`src/source/ecfg_pkg.sv`:
```
// Shared types and address map of the elink configuration slave
// Packet layout follows the emesh order, with write in bit 0 and srcaddr on top
`default_nettype none

package ecfg_pkg;

   // Emesh packet, 104 bits
   // First field is the MSB, so srcaddr sits in bits 103:72
   typedef struct packed {
      logic [31:0] srcaddr;
      logic [31:0] data;
      logic [31:0] dstaddr;
      logic [4:0]  ctrlmode;
      logic [1:0]  datamode;
      logic        write;
   } emesh_packet_t;

   // One register-bus access
   typedef struct packed {
      // Access strobe and direction
      logic        en;
      logic        we;
      // Local address, dstaddr bits 19:0
      logic [19:0] addr;
      // Write data as srcaddr:data
      logic [63:0] din;
      // One-hot block select
      logic [3:0]  sel;
      // Return info of a read
      logic [31:0] rd_srcaddr;
      logic [31:0] rd_dstaddr;
      logic [1:0]  rd_datamode;
      logic [4:0]  rd_ctrlmode;
   } mi_req_t;

   // Group field, address bits 19:16
   localparam logic [3:0] cfg_group_tx = 4'hf;
   localparam logic [3:0] cfg_group_rx = 4'he;

   // Block field, address bits 7:6
   localparam logic [1:0] cfg_block_cfg  = 2'd0;
   localparam logic [1:0] cfg_block_base = 2'd1;

   // Bit positions inside mi_req_t.sel
   localparam int sel_tx_cfg   = 0;
   localparam int sel_rx_cfg   = 1;
   localparam int sel_base_cfg = 2;
   localparam int sel_mailbox  = 3;

   // Mailbox register indices, address bits 5:2
   // Reading mbox_hi also pops the head message
   localparam logic [3:0] mbox_lo   = 4'd0;
   localparam logic [3:0] mbox_hi   = 4'd1;
   localparam logic [3:0] mbox_stat = 4'd2;

endpackage

`default_nettype wire
```
`src/source/elink_cfg.sv`:
```
// Config slave top level, all blocks on sys_clk
// Packets not addressed to CHIP_ID are ignored, 64-bit config writes are not supported
`timescale 1ns/100ps
`default_nettype none

module elink_cfg #(
   parameter logic [11:0] CHIP_ID    = 12'h800,
   parameter int          TX_REGS    = 4,
   parameter int          RX_REGS    = 4,
   parameter int          BASE_REGS  = 8,
   parameter int          MBOX_DEPTH = 4
) (
   input  wire                     sys_clk,
   input  wire                     reset,
   // Transmit write
   input  wire                     txwr_access,
   input  ecfg_pkg::emesh_packet_t txwr_packet,
   output logic                    txwr_wait,
   // Transmit read
   input  wire                     txrd_access,
   input  ecfg_pkg::emesh_packet_t txrd_packet,
   output logic                    txrd_wait,
   // Receive write, no wait
   input  wire                     rxwr_access,
   input  ecfg_pkg::emesh_packet_t rxwr_packet,
   // Read responses
   output logic                    rr_access,
   output ecfg_pkg::emesh_packet_t rr_packet,
   input  wire                     rr_wait
);

   import ecfg_pkg::*;

   mi_req_t     mi_req;
   logic        rr_stall;
   logic [31:0] tx_dout;
   logic [31:0] rx_dout;
   logic [31:0] base_dout;
   logic [31:0] mbox_dout;

   // Filter, arbitrate and decode
   ecfg_if #(
      .CHIP_ID (CHIP_ID)
   ) u_if (
      .txwr_access (txwr_access),
      .txwr_packet (txwr_packet),
      .txwr_wait   (txwr_wait),
      .txrd_access (txrd_access),
      .txrd_packet (txrd_packet),
      .txrd_wait   (txrd_wait),
      .rxwr_access (rxwr_access),
      .rxwr_packet (rxwr_packet),
      .rr_stall    (rr_stall),
      .mi_req      (mi_req)
   );

   // Config register banks, low data word only
   ecfg_regfile #(
      .NUM_REGS (TX_REGS)
   ) u_tx_cfg (
      .sys_clk (sys_clk),
      .reset   (reset),
      .en      (mi_req.sel[sel_tx_cfg]),
      .we      (mi_req.we),
      .index   (mi_req.addr[5:2]),
      .wdata   (mi_req.din[31:0]),
      .rdata   (tx_dout)
   );

   ecfg_regfile #(
      .NUM_REGS (RX_REGS)
   ) u_rx_cfg (
      .sys_clk (sys_clk),
      .reset   (reset),
      .en      (mi_req.sel[sel_rx_cfg]),
      .we      (mi_req.we),
      .index   (mi_req.addr[5:2]),
      .wdata   (mi_req.din[31:0]),
      .rdata   (rx_dout)
   );

   ecfg_regfile #(
      .NUM_REGS (BASE_REGS)
   ) u_base_cfg (
      .sys_clk (sys_clk),
      .reset   (reset),
      .en      (mi_req.sel[sel_base_cfg]),
      .we      (mi_req.we),
      .index   (mi_req.addr[5:2]),
      .wdata   (mi_req.din[31:0]),
      .rdata   (base_dout)
   );

   // Mailbox takes the full 64-bit word
   ecfg_mailbox #(
      .DEPTH (MBOX_DEPTH)
   ) u_mailbox (
      .sys_clk (sys_clk),
      .reset   (reset),
      .en      (mi_req.sel[sel_mailbox]),
      .we      (mi_req.we),
      .index   (mi_req.addr[5:2]),
      .wdata   (mi_req.din),
      .rdata   (mbox_dout)
   );

   // Response path
   ecfg_readback u_readback (
      .sys_clk   (sys_clk),
      .reset     (reset),
      .mi_req    (mi_req),
      .tx_dout   (tx_dout),
      .rx_dout   (rx_dout),
      .base_dout (base_dout),
      .mbox_dout (mbox_dout),
      .rr_wait   (rr_wait),
      .rr_access (rr_access),
      .rr_packet (rr_packet),
      .rr_stall  (rr_stall)
   );

endmodule

`default_nettype wire

```
`src/source/ecfg_readback.sv`:
```
// Read data mux and registered response packet
// Response holds while rr_wait is high; the front end blocks reads meanwhile
`timescale 1ns/100ps
`default_nettype none

module ecfg_readback (
   input  wire                     sys_clk,
   input  wire                     reset,
   input  ecfg_pkg::mi_req_t       mi_req,
   input  wire [31:0]              tx_dout,
   input  wire [31:0]              rx_dout,
   input  wire [31:0]              base_dout,
   input  wire [31:0]              mbox_dout,
   input  wire                     rr_wait,
   output logic                    rr_access,
   output ecfg_pkg::emesh_packet_t rr_packet,
   output logic                    rr_stall
);

   import ecfg_pkg::*;

   logic        rd_acc;
   logic [31:0] rd_data;

   // Accepted read this cycle
   assign rd_acc = mi_req.en & ~mi_req.we;

   // One-hot select, unmapped gives zero
   assign rd_data = ({32{mi_req.sel[sel_tx_cfg]}}   & tx_dout)   |
                    ({32{mi_req.sel[sel_rx_cfg]}}   & rx_dout)   |
                    ({32{mi_req.sel[sel_base_cfg]}} & base_dout) |
                    ({32{mi_req.sel[sel_mailbox]}}  & mbox_dout);

   // Response valid
   // New read wins over the take of the old one, so back to back works
   always_ff @(posedge sys_clk) begin
      if (reset) begin
         rr_access <= 1'b0;
      end else if (rd_acc) begin
         rr_access <= 1'b1;
      end else if (rr_access && !rr_wait) begin
         rr_access <= 1'b0;
      end
   end

   // Response payload
   // Source and destination swap for the return trip
   always_ff @(posedge sys_clk) begin
      if (rd_acc) begin
         rr_packet.write    <= 1'b1;
         rr_packet.datamode <= mi_req.rd_datamode;
         rr_packet.ctrlmode <= mi_req.rd_ctrlmode;
         rr_packet.dstaddr  <= mi_req.rd_srcaddr;
         rr_packet.data     <= rd_data;
         rr_packet.srcaddr  <= mi_req.rd_dstaddr;
      end
   end

   // Held response, stops further reads upstream
   assign rr_stall = rr_access & rr_wait;

endmodule

`default_nettype wire

```
`src/source/ecfg_mailbox.sv`:
```
// FIFO of 64-bit messages, any write to the block pushes srcaddr:data
// Pop happens on a read of mbox_hi; a push when full is lost and flagged
`timescale 1ns/100ps
`default_nettype none

module ecfg_mailbox #(
   parameter int DEPTH = 4
) (
   input  wire        sys_clk,
   input  wire        reset,
   input  wire        en,
   input  wire        we,
   input  wire [3:0]  index,
   input  wire [63:0] wdata,
   output logic [31:0] rdata
);

   import ecfg_pkg::*;

   // Pointer and count widths
   localparam int PW = (DEPTH > 1) ? $clog2(DEPTH) : 1;
   localparam int CW = $clog2(DEPTH + 1);

   logic [63:0]   mem [DEPTH];
   logic [PW-1:0] wr_ptr;
   logic [PW-1:0] rd_ptr;
   logic [CW-1:0] count;
   logic          overflow;
   logic          empty;
   logic          full;
   logic          push;
   logic          pop;
   logic [63:0]   head;
   logic [31:0]   stat_word;

   assign empty = (count == '0);
   assign full  = (count == CW'(DEPTH));

   assign push = en & we;
   assign pop  = en & ~we & (index == mbox_hi) & ~empty;

   // Message storage
   always_ff @(posedge sys_clk) begin
      if (push && !full) begin
         mem[wr_ptr] <= wdata;
      end
   end

   // Pointers, fill count and sticky overflow
   // Push and pop never share a cycle
   always_ff @(posedge sys_clk) begin
      if (reset) begin
         wr_ptr   <= '0;
         rd_ptr   <= '0;
         count    <= '0;
         overflow <= 1'b0;
      end else if (push) begin
         if (full) begin
            overflow <= 1'b1;
         end else begin
            wr_ptr <= (wr_ptr == PW'(DEPTH - 1)) ? '0 : wr_ptr + 1'b1;
            count  <= count + 1'b1;
         end
      end else if (pop) begin
         rd_ptr <= (rd_ptr == PW'(DEPTH - 1)) ? '0 : rd_ptr + 1'b1;
         count  <= count - 1'b1;
      end
   end

   // Head message, zero when empty
   assign head = empty ? 64'd0 : mem[rd_ptr];

   // Status: overflow in bit 31, fill count at the bottom
   always_comb begin
      stat_word           = '0;
      stat_word[CW-1:0]   = count;
      stat_word[31]       = overflow;
   end

   always_comb begin
      case (index)
         mbox_lo:   rdata = head[31:0];
         mbox_hi:   rdata = head[63:32];
         mbox_stat: rdata = stat_word;
         default:   rdata = '0;
      endcase
   end

endmodule

`default_nettype wire

```
`src/source/ecfg_regfile.sv`:
```
// Bank of 32-bit config registers, combinational read
// Indices at or beyond NUM_REGS read zero and drop writes
`timescale 1ns/100ps
`default_nettype none

module ecfg_regfile #(
   parameter int NUM_REGS = 4
) (
   input  wire        sys_clk,
   input  wire        reset,
   input  wire        en,
   input  wire        we,
   input  wire [3:0]  index,
   input  wire [31:0] wdata,
   output logic [31:0] rdata
);

   // Index bits needed to address the array
   localparam int IW = (NUM_REGS > 1) ? $clog2(NUM_REGS) : 1;

   logic [31:0]   regs [NUM_REGS];
   logic          hit;
   logic [IW-1:0] idx;

   // Index within the implemented range
   assign hit = (index < NUM_REGS);
   assign idx = index[IW-1:0];

   // Register write, cleared by reset
   always_ff @(posedge sys_clk) begin
      if (reset) begin
         regs <= '{default: '0};
      end else if (en && we && hit) begin
         regs[idx] <= wdata;
      end
   end

   // Read port
   // Out of range gives zero
   always_comb begin
      if (hit) begin
         rdata = regs[idx];
      end else begin
         rdata = '0;
      end
   end

endmodule

`default_nettype wire

```
`src/source/ecfg_if.sv`:
```
// Packet front end: ID filter, fixed priority rx write > tx write > tx read
// Purely combinational, senders must hold packets while their wait is high
// Unmapped accesses still complete with an all-zero select
`timescale 1ns/100ps
`default_nettype none

module ecfg_if #(
   parameter logic [11:0] CHIP_ID = 12'h800
) (
   input  wire                     txwr_access,
   input  ecfg_pkg::emesh_packet_t txwr_packet,
   output logic                    txwr_wait,
   input  wire                     txrd_access,
   input  ecfg_pkg::emesh_packet_t txrd_packet,
   output logic                    txrd_wait,
   input  wire                     rxwr_access,
   input  ecfg_pkg::emesh_packet_t rxwr_packet,
   input  wire                     rr_stall,
   output ecfg_pkg::mi_req_t       mi_req
);

   import ecfg_pkg::*;

   // Matched requests per port
   logic        tx_wr;
   logic        tx_rd;
   logic        rx_wr;
   logic        wr_any;
   // Read actually granted this cycle
   logic        rd_go;
   logic        acc;
   logic [19:0] addr;
   logic [63:0] din;
   logic [3:0]  group;
   logic [1:0]  block;
   logic [3:0]  sel;

   // Destination ID is the top 12 address bits
   assign tx_wr = txwr_access & (txwr_packet.dstaddr[31:20] == CHIP_ID);
   assign tx_rd = txrd_access & (txrd_packet.dstaddr[31:20] == CHIP_ID);
   assign rx_wr = rxwr_access & (rxwr_packet.dstaddr[31:20] == CHIP_ID);

   assign wr_any = tx_wr | rx_wr;

   // Read yields to any write and to a held response
   assign rd_go = tx_rd & ~wr_any & ~rr_stall;
   assign acc   = wr_any | rd_go;

   // Rx write never waits
   assign txwr_wait = tx_wr & rx_wr;
   assign txrd_wait = (tx_rd & wr_any) | rr_stall;

   // Address from the winner
   assign addr = rx_wr ? rxwr_packet.dstaddr[19:0] :
                 tx_wr ? txwr_packet.dstaddr[19:0] :
                         txrd_packet.dstaddr[19:0];

   // Write data, srcaddr carries the upper word
   assign din = rx_wr ? {rxwr_packet.srcaddr, rxwr_packet.data} :
                        {txwr_packet.srcaddr, txwr_packet.data};

   // Block decode, the only place it is done
   assign group = addr[19:16];
   assign block = addr[7:6];

   always_comb begin
      sel = '0;
      if (group == cfg_group_tx && block == cfg_block_cfg) begin
         sel[sel_tx_cfg] = 1'b1;
      end
      if (group == cfg_group_tx && block == cfg_block_base) begin
         sel[sel_base_cfg] = 1'b1;
      end
      if (group == cfg_group_rx && block == cfg_block_cfg) begin
         sel[sel_rx_cfg] = 1'b1;
      end
      if (group == cfg_group_rx && block == cfg_block_base) begin
         sel[sel_mailbox] = 1'b1;
      end
   end

   // Request to all blocks
   always_comb begin
      mi_req.en          = acc;
      mi_req.we          = wr_any;
      mi_req.addr        = addr;
      mi_req.din         = din;
      // No select without an accepted access
      mi_req.sel         = acc ? sel : 4'b0000;
      // Read return info, only meaningful when we is low
      mi_req.rd_srcaddr  = txrd_packet.srcaddr;
      mi_req.rd_dstaddr  = txrd_packet.dstaddr;
      mi_req.rd_datamode = txrd_packet.datamode;
      mi_req.rd_ctrlmode = txrd_packet.ctrlmode;
   end

endmodule

`default_nettype wire

```
`config.mk`:
```
export PLATFORM = sky130hd
export DESIGN_NAME = elink_cfg
export DESIGN_NICKNAME = d
export VERILOG_FILES = /design/src/source/ecfg_pkg.sv /design/src/source/elink_cfg.sv /design/src/source/ecfg_readback.sv /design/src/source/ecfg_mailbox.sv /design/src/source/ecfg_regfile.sv /design/src/source/ecfg_if.sv
export SDC_FILE = /design/constraint.sdc
export NUM_CORES = 1
export LEC_CHECK = 0
export BUFFER_PORTS_ARGS = -buffer_cell sky130_fd_sc_hd__buf_4
export CAP_MARGIN = 20
export CELL_PAD_IN_SITES_DETAIL_PLACEMENT = 0
export CELL_PAD_IN_SITES_GLOBAL_PLACEMENT = 1
export CORE_ASPECT_RATIO = 0.6
export CORE_UTILIZATION = 50
export DETAILED_ROUTE_END_ITERATION = 16
export PLACE_DENSITY_LB_ADDON = 0.2
export RECOVER_POWER = 25
export SLEW_MARGIN = 40
export SYNTH_ARGS = -nofsm -noshare
export SYNTH_HDL_FRONTEND = slang
export SYNTH_SLANG_ARGS = --single-unit
```
`constraint.sdc`:
```
create_clock -name sys_clk -period 13.2 [get_ports sys_clk]
set_input_delay 2.64 -clock sys_clk [delete_from_list [all_inputs] [get_ports sys_clk]]
set_output_delay 2.64 -clock sys_clk [all_outputs]
set_load 0.005 [all_outputs]
```
==> results.md, run 1 <==
| Metric | Reported |
| --- | --- |
| Pre-CTS WS | 5.40 ns |
| Worst skew pair latency | 0.68 ns |
| Flip-flop and latch count after synthesis | 882 |
| Total core area | 77600 µm² |
| Cell Pwr Density | 123 nW/µm² |
| Iter 0 DRT Violations | 3133 |
| Final period util | 0.653 |
| Type of the tightest min-delay check | reg2reg |
| DRC viols | 0 |
| Worst setup slack after layout | 4.58 ns |
| Switching power total | 1.23 mW |
| Antenna-violating nets left | 0 |
| Setup TNS | 0 ns |
| Launch point of the worst reg-to-reg path | u_readback.rr_access |
| Count of different cell masters after synthesis | 83 |
| Type of element launching the critical path | input port |
| Share of flip-flops with an asynchronous set or reset | 0 |
| Initial antenna violation count | 4 |
| Area of combinational cells with multiple inputs | 16200 µm² |
| Post-CTS setup repair buffer count | 0 |
| RSZ-0062 raised after global routing | false |
| Number of cells in the design after placement | 4811 |
| Hold Path End | u_tx_cfg.regs[82] |
| Largest buffer count on any clock path | 3 |
| Initial cell density of the core | 0.505 |
| Die Span X | 364 µm |
| Worst-path maximum fanout | 38 |
| Endpoint arrival time on the critical path | 9.21 ns |
| Critical path data required time | 13.79 ns |
| CTS clock-pin slew for the worst setup and hold paths | 0.07 ns |
| Total clock buffers created by CTS | 83 |
| Post-synth EDFFs | 359 |
| Worst reg2reg endpoint | u_readback.rr_packet[70] |
| Run status | finished with violations |
| Crit. path cell count | 11 |
| WL/cell | 23.3 µm |
| Final weighted congestion in routability-driven placement | 0.826 |
| Area enclosed by the die boundary | 79600 µm² |
| Antenna cells | 0 |
| Total via count in the routed design | 28800 |
| Register-to-register path setup slack | 9.99 ns |
| Worst-Margin Slew | 2.09 ns |
| Cell depth of the worst hold path | 2 |
| Sink Count | 882 |
| Maximum number of pins on one net before global-route repair | 193 |
| Total chip power | 5.52 mW |
| Type of destination of the critical path | register |
| Master of the slowest instance on the critical path | sky130_fd_sc_hd__clkbuf_1 |
| Post-CTS Hold Fix Bufs | 0 |
| Cells after Synth | 3654 |
| Vias per cell | 5.80 |
| CTS tree | done |
| Total iterations of the first detailed-routing run | 5 |
| Max frequency | 116 MHz |
| Average cell area after synthesis | 10.7 µm² |
| Sequential element share of the synthesized area | 0.542 |
| Leakage | 16.2 nW |
| Total number of yosys warnings | 0 |
| Crit Path Class | in2reg |
| Sequential share of power | 0.512 |
| Logic depth of the worst register-to-register path | 3 |
| Worst Min Path Start | u_tx_cfg.regs[82] |
| Non-Filler Instances | 4968 |
| Critical Path Most Common Cell | sky130_fd_sc_hd__buf_4 |
| Area overhead of the layout relative to synthesis | 14.1% |
| Post-Route WL | 116000 µm |
| First-pass GRT wire length | 173000 µm |
| Root Buffer Master | sky130_fd_sc_hd__clkbuf_16 |
| Total overflow reported by the global router | 0 |
| Quantity of I/O buffers inserted on ports | 354 |
| Time the worst path needs with I/O delays and setup | 8.62 ns |
| Buf/Inv on CP | 4 |
| Half-perimeter wire length after placement | 72400 µm |
| Clock power frac | 0.443 |
| Family with the most delay on the worst path | simple AND/OR/NAND/NOR gates |
| Max IR drop VDD | 0.000100 V |
| Number of endpoints with negative hold slack in the final report | 0 |
| Tightest slew margin relative to the limit | -0.394 |
| Number of filler cells placed in the layout | 6664 |
| Power share of the combinational group | 0.045 |
| Count of cells resized by post-cts repair | 0 |
| Boundary Pins | 425 |
| Placement row count | 79 |
| Ordered list of cells on the worst path | clkbuf_4 -> nor3b_1 -> and4_1 -> clkbuf_1 -> a211oi_4 -> or2_2 -> buf_4 -> nor2_1 -> and2_2 -> buf_4 -> mux2i_1 |
| Max incr delay on CP | 1.54 ns |
| Failing checks | capacitance limit, slew limit |
| Total of max-cap violations | 3 |
| Clock skew | 0.0302 ns |
| Fraction of final layout cells with drive strength greater than 1 | 0.189 |
| Most used DFF post-synth | sky130_fd_sc_hd__dfxtp_1 |
| Internal power contribution | 4.29 mW |
| Endpoints failing setup | 0 |
| Post-Synthesis Net Count | 3978 |
| Area taken by flip-flops and latches | 21300 µm² |
| Switching share of total power | 0.223 |
| Final layout net count | 4171 |
| Number of pins exceeding their max-slew limit in the final report | 117 |
| Number of global-route vias before repair | 27000 |
| Die height | 219 µm |
| Total number of H-tree levels | 3 |
| Global-route usage over all layers | 0.289 |
| Synthesized area | 39200 µm² |
## worst min-delay path, cell delays in order (launching register included)
cell                      delay (ns)
sky130_fd_sc_hd__dfxtp_1        0.31
sky130_fd_sc_hd__nand2_1        0.05
sky130_fd_sc_hd__a21oi_1        0.05
## cell usage after synthesis (3+ instances only)
master                      number  area [µm²]
sky130_fd_sc_hd__nand2_2        33         206
sky130_fd_sc_hd__nor4_4         16         340
sky130_fd_sc_hd__edfxtp_1      359       10800
sky130_fd_sc_hd__o2bb2ai_1       4        35.0
sky130_fd_sc_hd__o211ai_1        4        30.0
sky130_fd_sc_hd__a221o_1         4        40.0
sky130_fd_sc_hd__nand4_1         3        18.8
sky130_fd_sc_hd__nor2_2          3        18.8
sky130_fd_sc_hd__ha_1            5        62.6
sky130_fd_sc_hd__nor4_1          4        25.0
sky130_fd_sc_hd__a21oi_1       199         996
sky130_fd_sc_hd__buf_2          83         415
sky130_fd_sc_hd__buf_6          46         518
sky130_fd_sc_hd__nand2_1       862        3240
sky130_fd_sc_hd__nor2_1        163         612
sky130_fd_sc_hd__and3_1        126         788
sky130_fd_sc_hd__mux4_2         64        1440
sky130_fd_sc_hd__and4_1          4        35.0
sky130_fd_sc_hd__a2111o_1       29         327
sky130_fd_sc_hd__nand2b_1      164        1030
sky130_fd_sc_hd__o21ai_0        29         145
sky130_fd_sc_hd__a21boi_0       32         240
sky130_fd_sc_hd__mux2i_1       336        3360
sky130_fd_sc_hd__inv_1           6        22.5
sky130_fd_sc_hd__buf_4          46         345
sky130_fd_sc_hd__a221oi_1       32         280
sky130_fd_sc_hd__buf_1          11        41.3
sky130_fd_sc_hd__a311oi_1       56         490
sky130_fd_sc_hd__or4_1           8        60.1
sky130_fd_sc_hd__a211oi_1      124         931
sky130_fd_sc_hd__and2_1          5        31.3
sky130_fd_sc_hd__nor3_1          6        30.0
sky130_fd_sc_hd__a311o_1         4        40.0
sky130_fd_sc_hd__o32ai_1         4        35.0
sky130_fd_sc_hd__nor2b_1         4        25.0
sky130_fd_sc_hd__a21oi_2        61         534
sky130_fd_sc_hd__dfxtp_1       523       10500
sky130_fd_sc_hd__clkbuf_1      134         503
sky130_fd_sc_hd__a32oi_1         4        35.0
## sequential cells by signal, indices dropped and copies added, names as in the netlist, named ones only
name                  flops
u_mailbox.mem           256
u_base_cfg.regs         256
u_mailbox.rd_ptr          2
u_readback.rr_access      1
u_mailbox.overflow        1
u_tx_cfg.regs           128
u_readback.rr_packet    103
u_mailbox.wr_ptr          2
u_mailbox.count           3
u_rx_cfg.regs           128
## metrics by stage
stage	util	hold WS, ns	instance area, µm²
3_3_place_gp	0.540	0.434	41900
6_report	0.577	0.449	44700
3_5_place_dp	0.542	0.440	42100
2_1_floorplan	-	0.427	39200
4_1_cts	0.577	0.448	44800
5_1_grt	0.577	0.465	44700
## kinds of logic (layout without fill, tap and decap cells)
group | count (synthesis) | count (layout) | share of synthesized area
AO/OA/AOI/OAI | 607 | 607 | 0.113
XOR/XNOR | 1 | 1 | 0.000223
adder cells (fa/ha/maj) | 6 | 6 | 0.00211
buffers and inverters | 328 | 589 | 0.0473
flip-flops | 882 | 882 | 0.542
multiplexers | 403 | 403 | 0.123
other | 1 | 1 | 0.0000957
AND/OR/NAND/NOR | 1426 | 1426 | 0.172
## per-layer routing
layer | GRT usage | part of all wire | up-vias | routed length [µm]
li1 | - | - | 13400 | -
met5 | 0 | 0 | - | 0
met4 | 0.0592 | 0.018 | 0 | 2110
met1 | 0.453 | 0.48 | 14100 | 55800
met3 | 0.0511 | 0.080 | 148 | 9250
met2 | 0.413 | 0.42 | 1141 | 48400
## worst max path at each step
stage / start / endpoint / slack (ns)
after floorplan: rxwr_packet[29] / txwr_wait / 6.37
after global placement: rxwr_packet[36] / u_tx_cfg.regs[87] / 5.09
after detailed placement: rxwr_packet[29] / txwr_wait / 5.40
after CTS: rxwr_packet[29] / txwr_wait / 5.39
after global routing: rxwr_packet[36] / u_tx_cfg.regs[104] / 4.00
final: rxwr_packet[36] / u_base_cfg.regs[27] / 4.58
## layout by cell type (no fill, tap or decap), drive strengths merged, types with 7 or more instances in the layout
cell type,instances
a221oi,32
a311oi,56
and3,126
nor2,168
clkinvlp,9
or4,8
edfxtp,359
o21ai,30
bufinv,7
mux2i,337
nand2,895
a21boi,32
buf,253
a2111o,29
nor4,22
mux4,64
clkinv,20
a21oi,262
clkbuf,292
a211oi,125
nand2b,164
dfxtp,523
nor3,7
inv,8
## area by class of cell
class,instances,share of cell area
Sequential cell,882,0.475
Multi-Input combinational cell,2444,0.362
Timing Repair Buffer,430,0.0727
Clock buffer,115,0.0524
Tap cell,1053,0.0294
Clock inverter,38,0.00828
Inverter,6,0.000503
## power by group through the flow
stage          Sequential, mW  Combinational [mW]  Clock [mW]
2_1_floorplan            2.89               0.136           0
3_3_place_gp             2.89               0.245           0
3_5_place_dp             2.89               0.247           0
4_1_cts                  2.83               0.247        2.48
5_1_grt                  2.83               0.265        2.59
6_report                 2.83               0.249        2.45
(Power assumes the default switching activity.)
==> run 2: changes to the inputs <==
- CORE_UTILIZATION: 50 -> 42
- clock period: 13.2 -> 7.14 ns (I/O delays scaled with it)
==> run 2 against run 1 <==
Net effect: the flow finishes with violations (DRC, capacitance limit, slew limit); sequential share of layout area down 0.40 points; setup slack worse by 2.8 ns; via count down 0.16%; first-iteration DRC count down 9.9%; highest routed layer unchanged.
==> results.md, run 2 (synthesis results as in run 1) <==
| Metric | Reported | Change |
| --- | --- | --- |
| Met1 routed wirelength after detailed routing | 60300 µm | was 55800 µm |
| Antenna cells | 0 | unchanged |
| Most common cell after layout, fill and taps aside | sky130_fd_sc_hd__nand2_1 | unchanged |
| Largest buffer count on any clock path | 3 | unchanged |
| Type of destination of the critical path | primary output | was register |
| Final period util | 0.751 |  |
| Global-route usage over all layers | 0.259 | was 0.289 |
| Initial cell density of the core | 0.426 | was 0.505 |
| Fraction of final layout cells with drive strength greater than 1 | 0.190 | was 0.189 |
| Post-Route WL | 124000 µm | was 116000 µm |
| Design Area, Final | 45100 µm² | was 44700 µm² |
| Routed met2 length | 51900 µm | was 48400 µm |
| Post-CTS Hold Fix Bufs | 0 | unchanged |
| CTS clock-pin slew for the worst setup and hold paths | 0.06 ns | was 0.07 ns |
| Count of cells resized by post-cts repair | 0 | unchanged |
| Max frequency | 186 MHz |  |
| Critical path data required time | 5.71 ns | was 13.79 ns |
| Sink Count | 882 | unchanged |
| Worst skew pair latency | 0.69 ns | was 0.68 ns |
| Worst-path maximum fanout | 49 | was 38 |
| DRC viols | 6 | was 0 |
| Antenna-violating nets left | 0 | unchanged |
| Top layer in use | met4 | unchanged |
| Total iterations of the first detailed-routing run | 11 | was 5 |
| Max IR drop VDD | 0.000190 V | was 0.000100 V |
| Leakage | 16.3 nW | was 16.2 nW |
| Origin of the worst setup path | rxwr_packet[35] | was rxwr_packet[36] |
| Cell Pwr Density | 228 nW/µm² | was 123 nW/µm² |
| Type of the tightest min-delay check | reg2reg | unchanged |
| Vias per cell | 5.57 | was 5.80 |
| Type of element launching the critical path | input port | unchanged |
| Tightest slew margin relative to the limit | -0.195 | was -0.394 |
| Fraction of the core area covered by cells at the end of the flow | 0.490 | was 0.577 |
| Worst hold slack after final layout | 0.448 ns | was 0.449 ns |
| Worst Min Path Start | u_tx_cfg.regs[82] | unchanged |
| Number of filler cells placed in the layout | 8506 | was 6664 |
| Placement row count | 86 | was 79 |
| Initial antenna violation count | 1 | was 4 |
| Die Span X | 396 µm | was 364 µm |
| Number of endpoints with negative hold slack in the final report | 0 | unchanged |
| Iter 0 DRT Violations | 2822 | was 3133 |
| Total overflow reported by the global router | 0 | unchanged |
| Highest-count cells in the layout ignoring fill and taps | 862 x sky130_fd_sc_hd__nand2_1, 521 x sky130_fd_sc_hd__dfxtp_1, 359 x sky130_fd_sc_hd__edfxtp_1 | unchanged |
| Placed standard-cell area | 42500 µm² | was 42100 µm² |
| Area overhead of the layout relative to synthesis | 15.1% | was 14.1% |
| Number of pins exceeding their max-slew limit in the final report | 33 | was 117 |
| Clock skew | 0.0150 ns | was 0.0302 ns |
| Total core area | 92100 µm² | was 77600 µm² |
| Maximum number of pins on one net before global-route repair | 139 | was 193 |
| Boundary Pins | 425 | unchanged |
| Number of global-route vias before repair | 27300 | was 27000 |
| Run status | finished with violations | unchanged |
| Final layout net count | 4183 | was 4171 |
| Total clock buffers created by CTS | 85 | was 83 |
| Crit Path Class | in2out | was in2reg |
| Failing checks | DRC, capacitance limit, slew limit | was capacitance limit, slew limit |
| Area enclosed by the die boundary | 94600 µm² | was 79600 µm² |
| Total of max-cap violations | 1 | was 3 |
| Top Registers | u_base_cfg.regs: 256 flops, u_mailbox.mem: 256 flops | unchanged |
| Endpoint arrival time on the critical path | 3.94 ns | was 9.21 ns |
| Total number of H-tree levels | 3 | unchanged |
| CTS tree | done | unchanged |
| WL met3 | 9280 µm | was 9250 µm |
| Final weighted congestion in routability-driven placement | 0.811 | was 0.826 |
| Endpoints failing setup | 0 | unchanged |
| Half-perimeter wire length after placement | 77400 µm | was 72400 µm |
| Quantity of I/O buffers inserted on ports | 354 | unchanged |
| Total via count in the routed design | 28800 | about the same |
| Time the worst path needs with I/O delays and setup | 5.36 ns |  |
| Root Buffer Master | sky130_fd_sc_hd__clkbuf_16 | unchanged |
| Post-CTS setup repair buffer count | 0 | unchanged |
| Setup TNS | 0 ns | unchanged |
| First-pass GRT wire length | 182000 µm | was 173000 µm |
| Worst-Margin Slew | 1.79 ns | was 2.09 ns |
| Die height | 239 µm | was 219 µm |
| WL/cell | 24.0 µm | was 23.3 µm |
| RSZ-0062 raised after global routing | false | unchanged |
==> run 2: layout make-up <==
| class | instances | area, µm² | share of cell area |
|---|---|---|---|
| Clock buffer | 120 | 2410 | 0.0535 |
| Clock inverter | 38 | 339 | 0.00752 |
| Inverter | 6 | 22.5 | 0.000499 |
| Multi-Input combinational cell | 2444 | 16200 | 0.358 |
| Sequential cell | 882 | 21300 | 0.471 |
| Tap cell | 1232 | 1540 | 0.0342 |
| Timing Repair Buffer | 440 | 3380 | 0.0750 |
==> run 2: final timing paths <==
kind | to | slack (ns) | depth (start not counted)
worst max-delay path | txwr_wait | 1.78 | 6
worst min-delay path | u_tx_cfg.regs[82] | 0.45 | 2
worst max register to register | u_readback.rr_packet[68] | 3.97 | 6
worst min register to register | u_tx_cfg.regs[82] | 0.45 | 2
==> run 2: where the power goes <==
part | internal [mW] | switching (mW)
Sequential | 5.23 | 0.0000365
Combinational | 0.158 | 0.317
Clock | 2.54 | 2.03
Total | 7.93 | 2.35
==> run 2: per-stage QoR <==
step / setup slack (ns) / cells / total power [mW]
after floorplan: 1.93 / 3654 / 5.59
after global placement: 1.72 / 4998 / 5.82
after detailed placement: 1.69 / 5004 / 5.82
after CTS: 2.32 / 5162 / 10.4
after global routing: 1.67 / 5162 / 10.6
final: 1.78 / 5162 / 10.3
==> run 2: critical path, stage by stage <==
cell	delay, ns
sky130_fd_sc_hd__clkbuf_4	0.11
sky130_fd_sc_hd__nor4b_1	0.42
sky130_fd_sc_hd__nand4_1	0.76
sky130_fd_sc_hd__buf_4	0.61
sky130_fd_sc_hd__nor2_1	0.39
sky130_fd_sc_hd__buf_4	0.21
==> run 2: per-layer routing <==
metal | global-route usage | up-vias
li1 | - | 13400
met1 | 0.398 | 14200
met2 | 0.370 | 1022
met3 | 0.0507 | 166
met4 | 0.0584 | 0
met5 | 0 | -
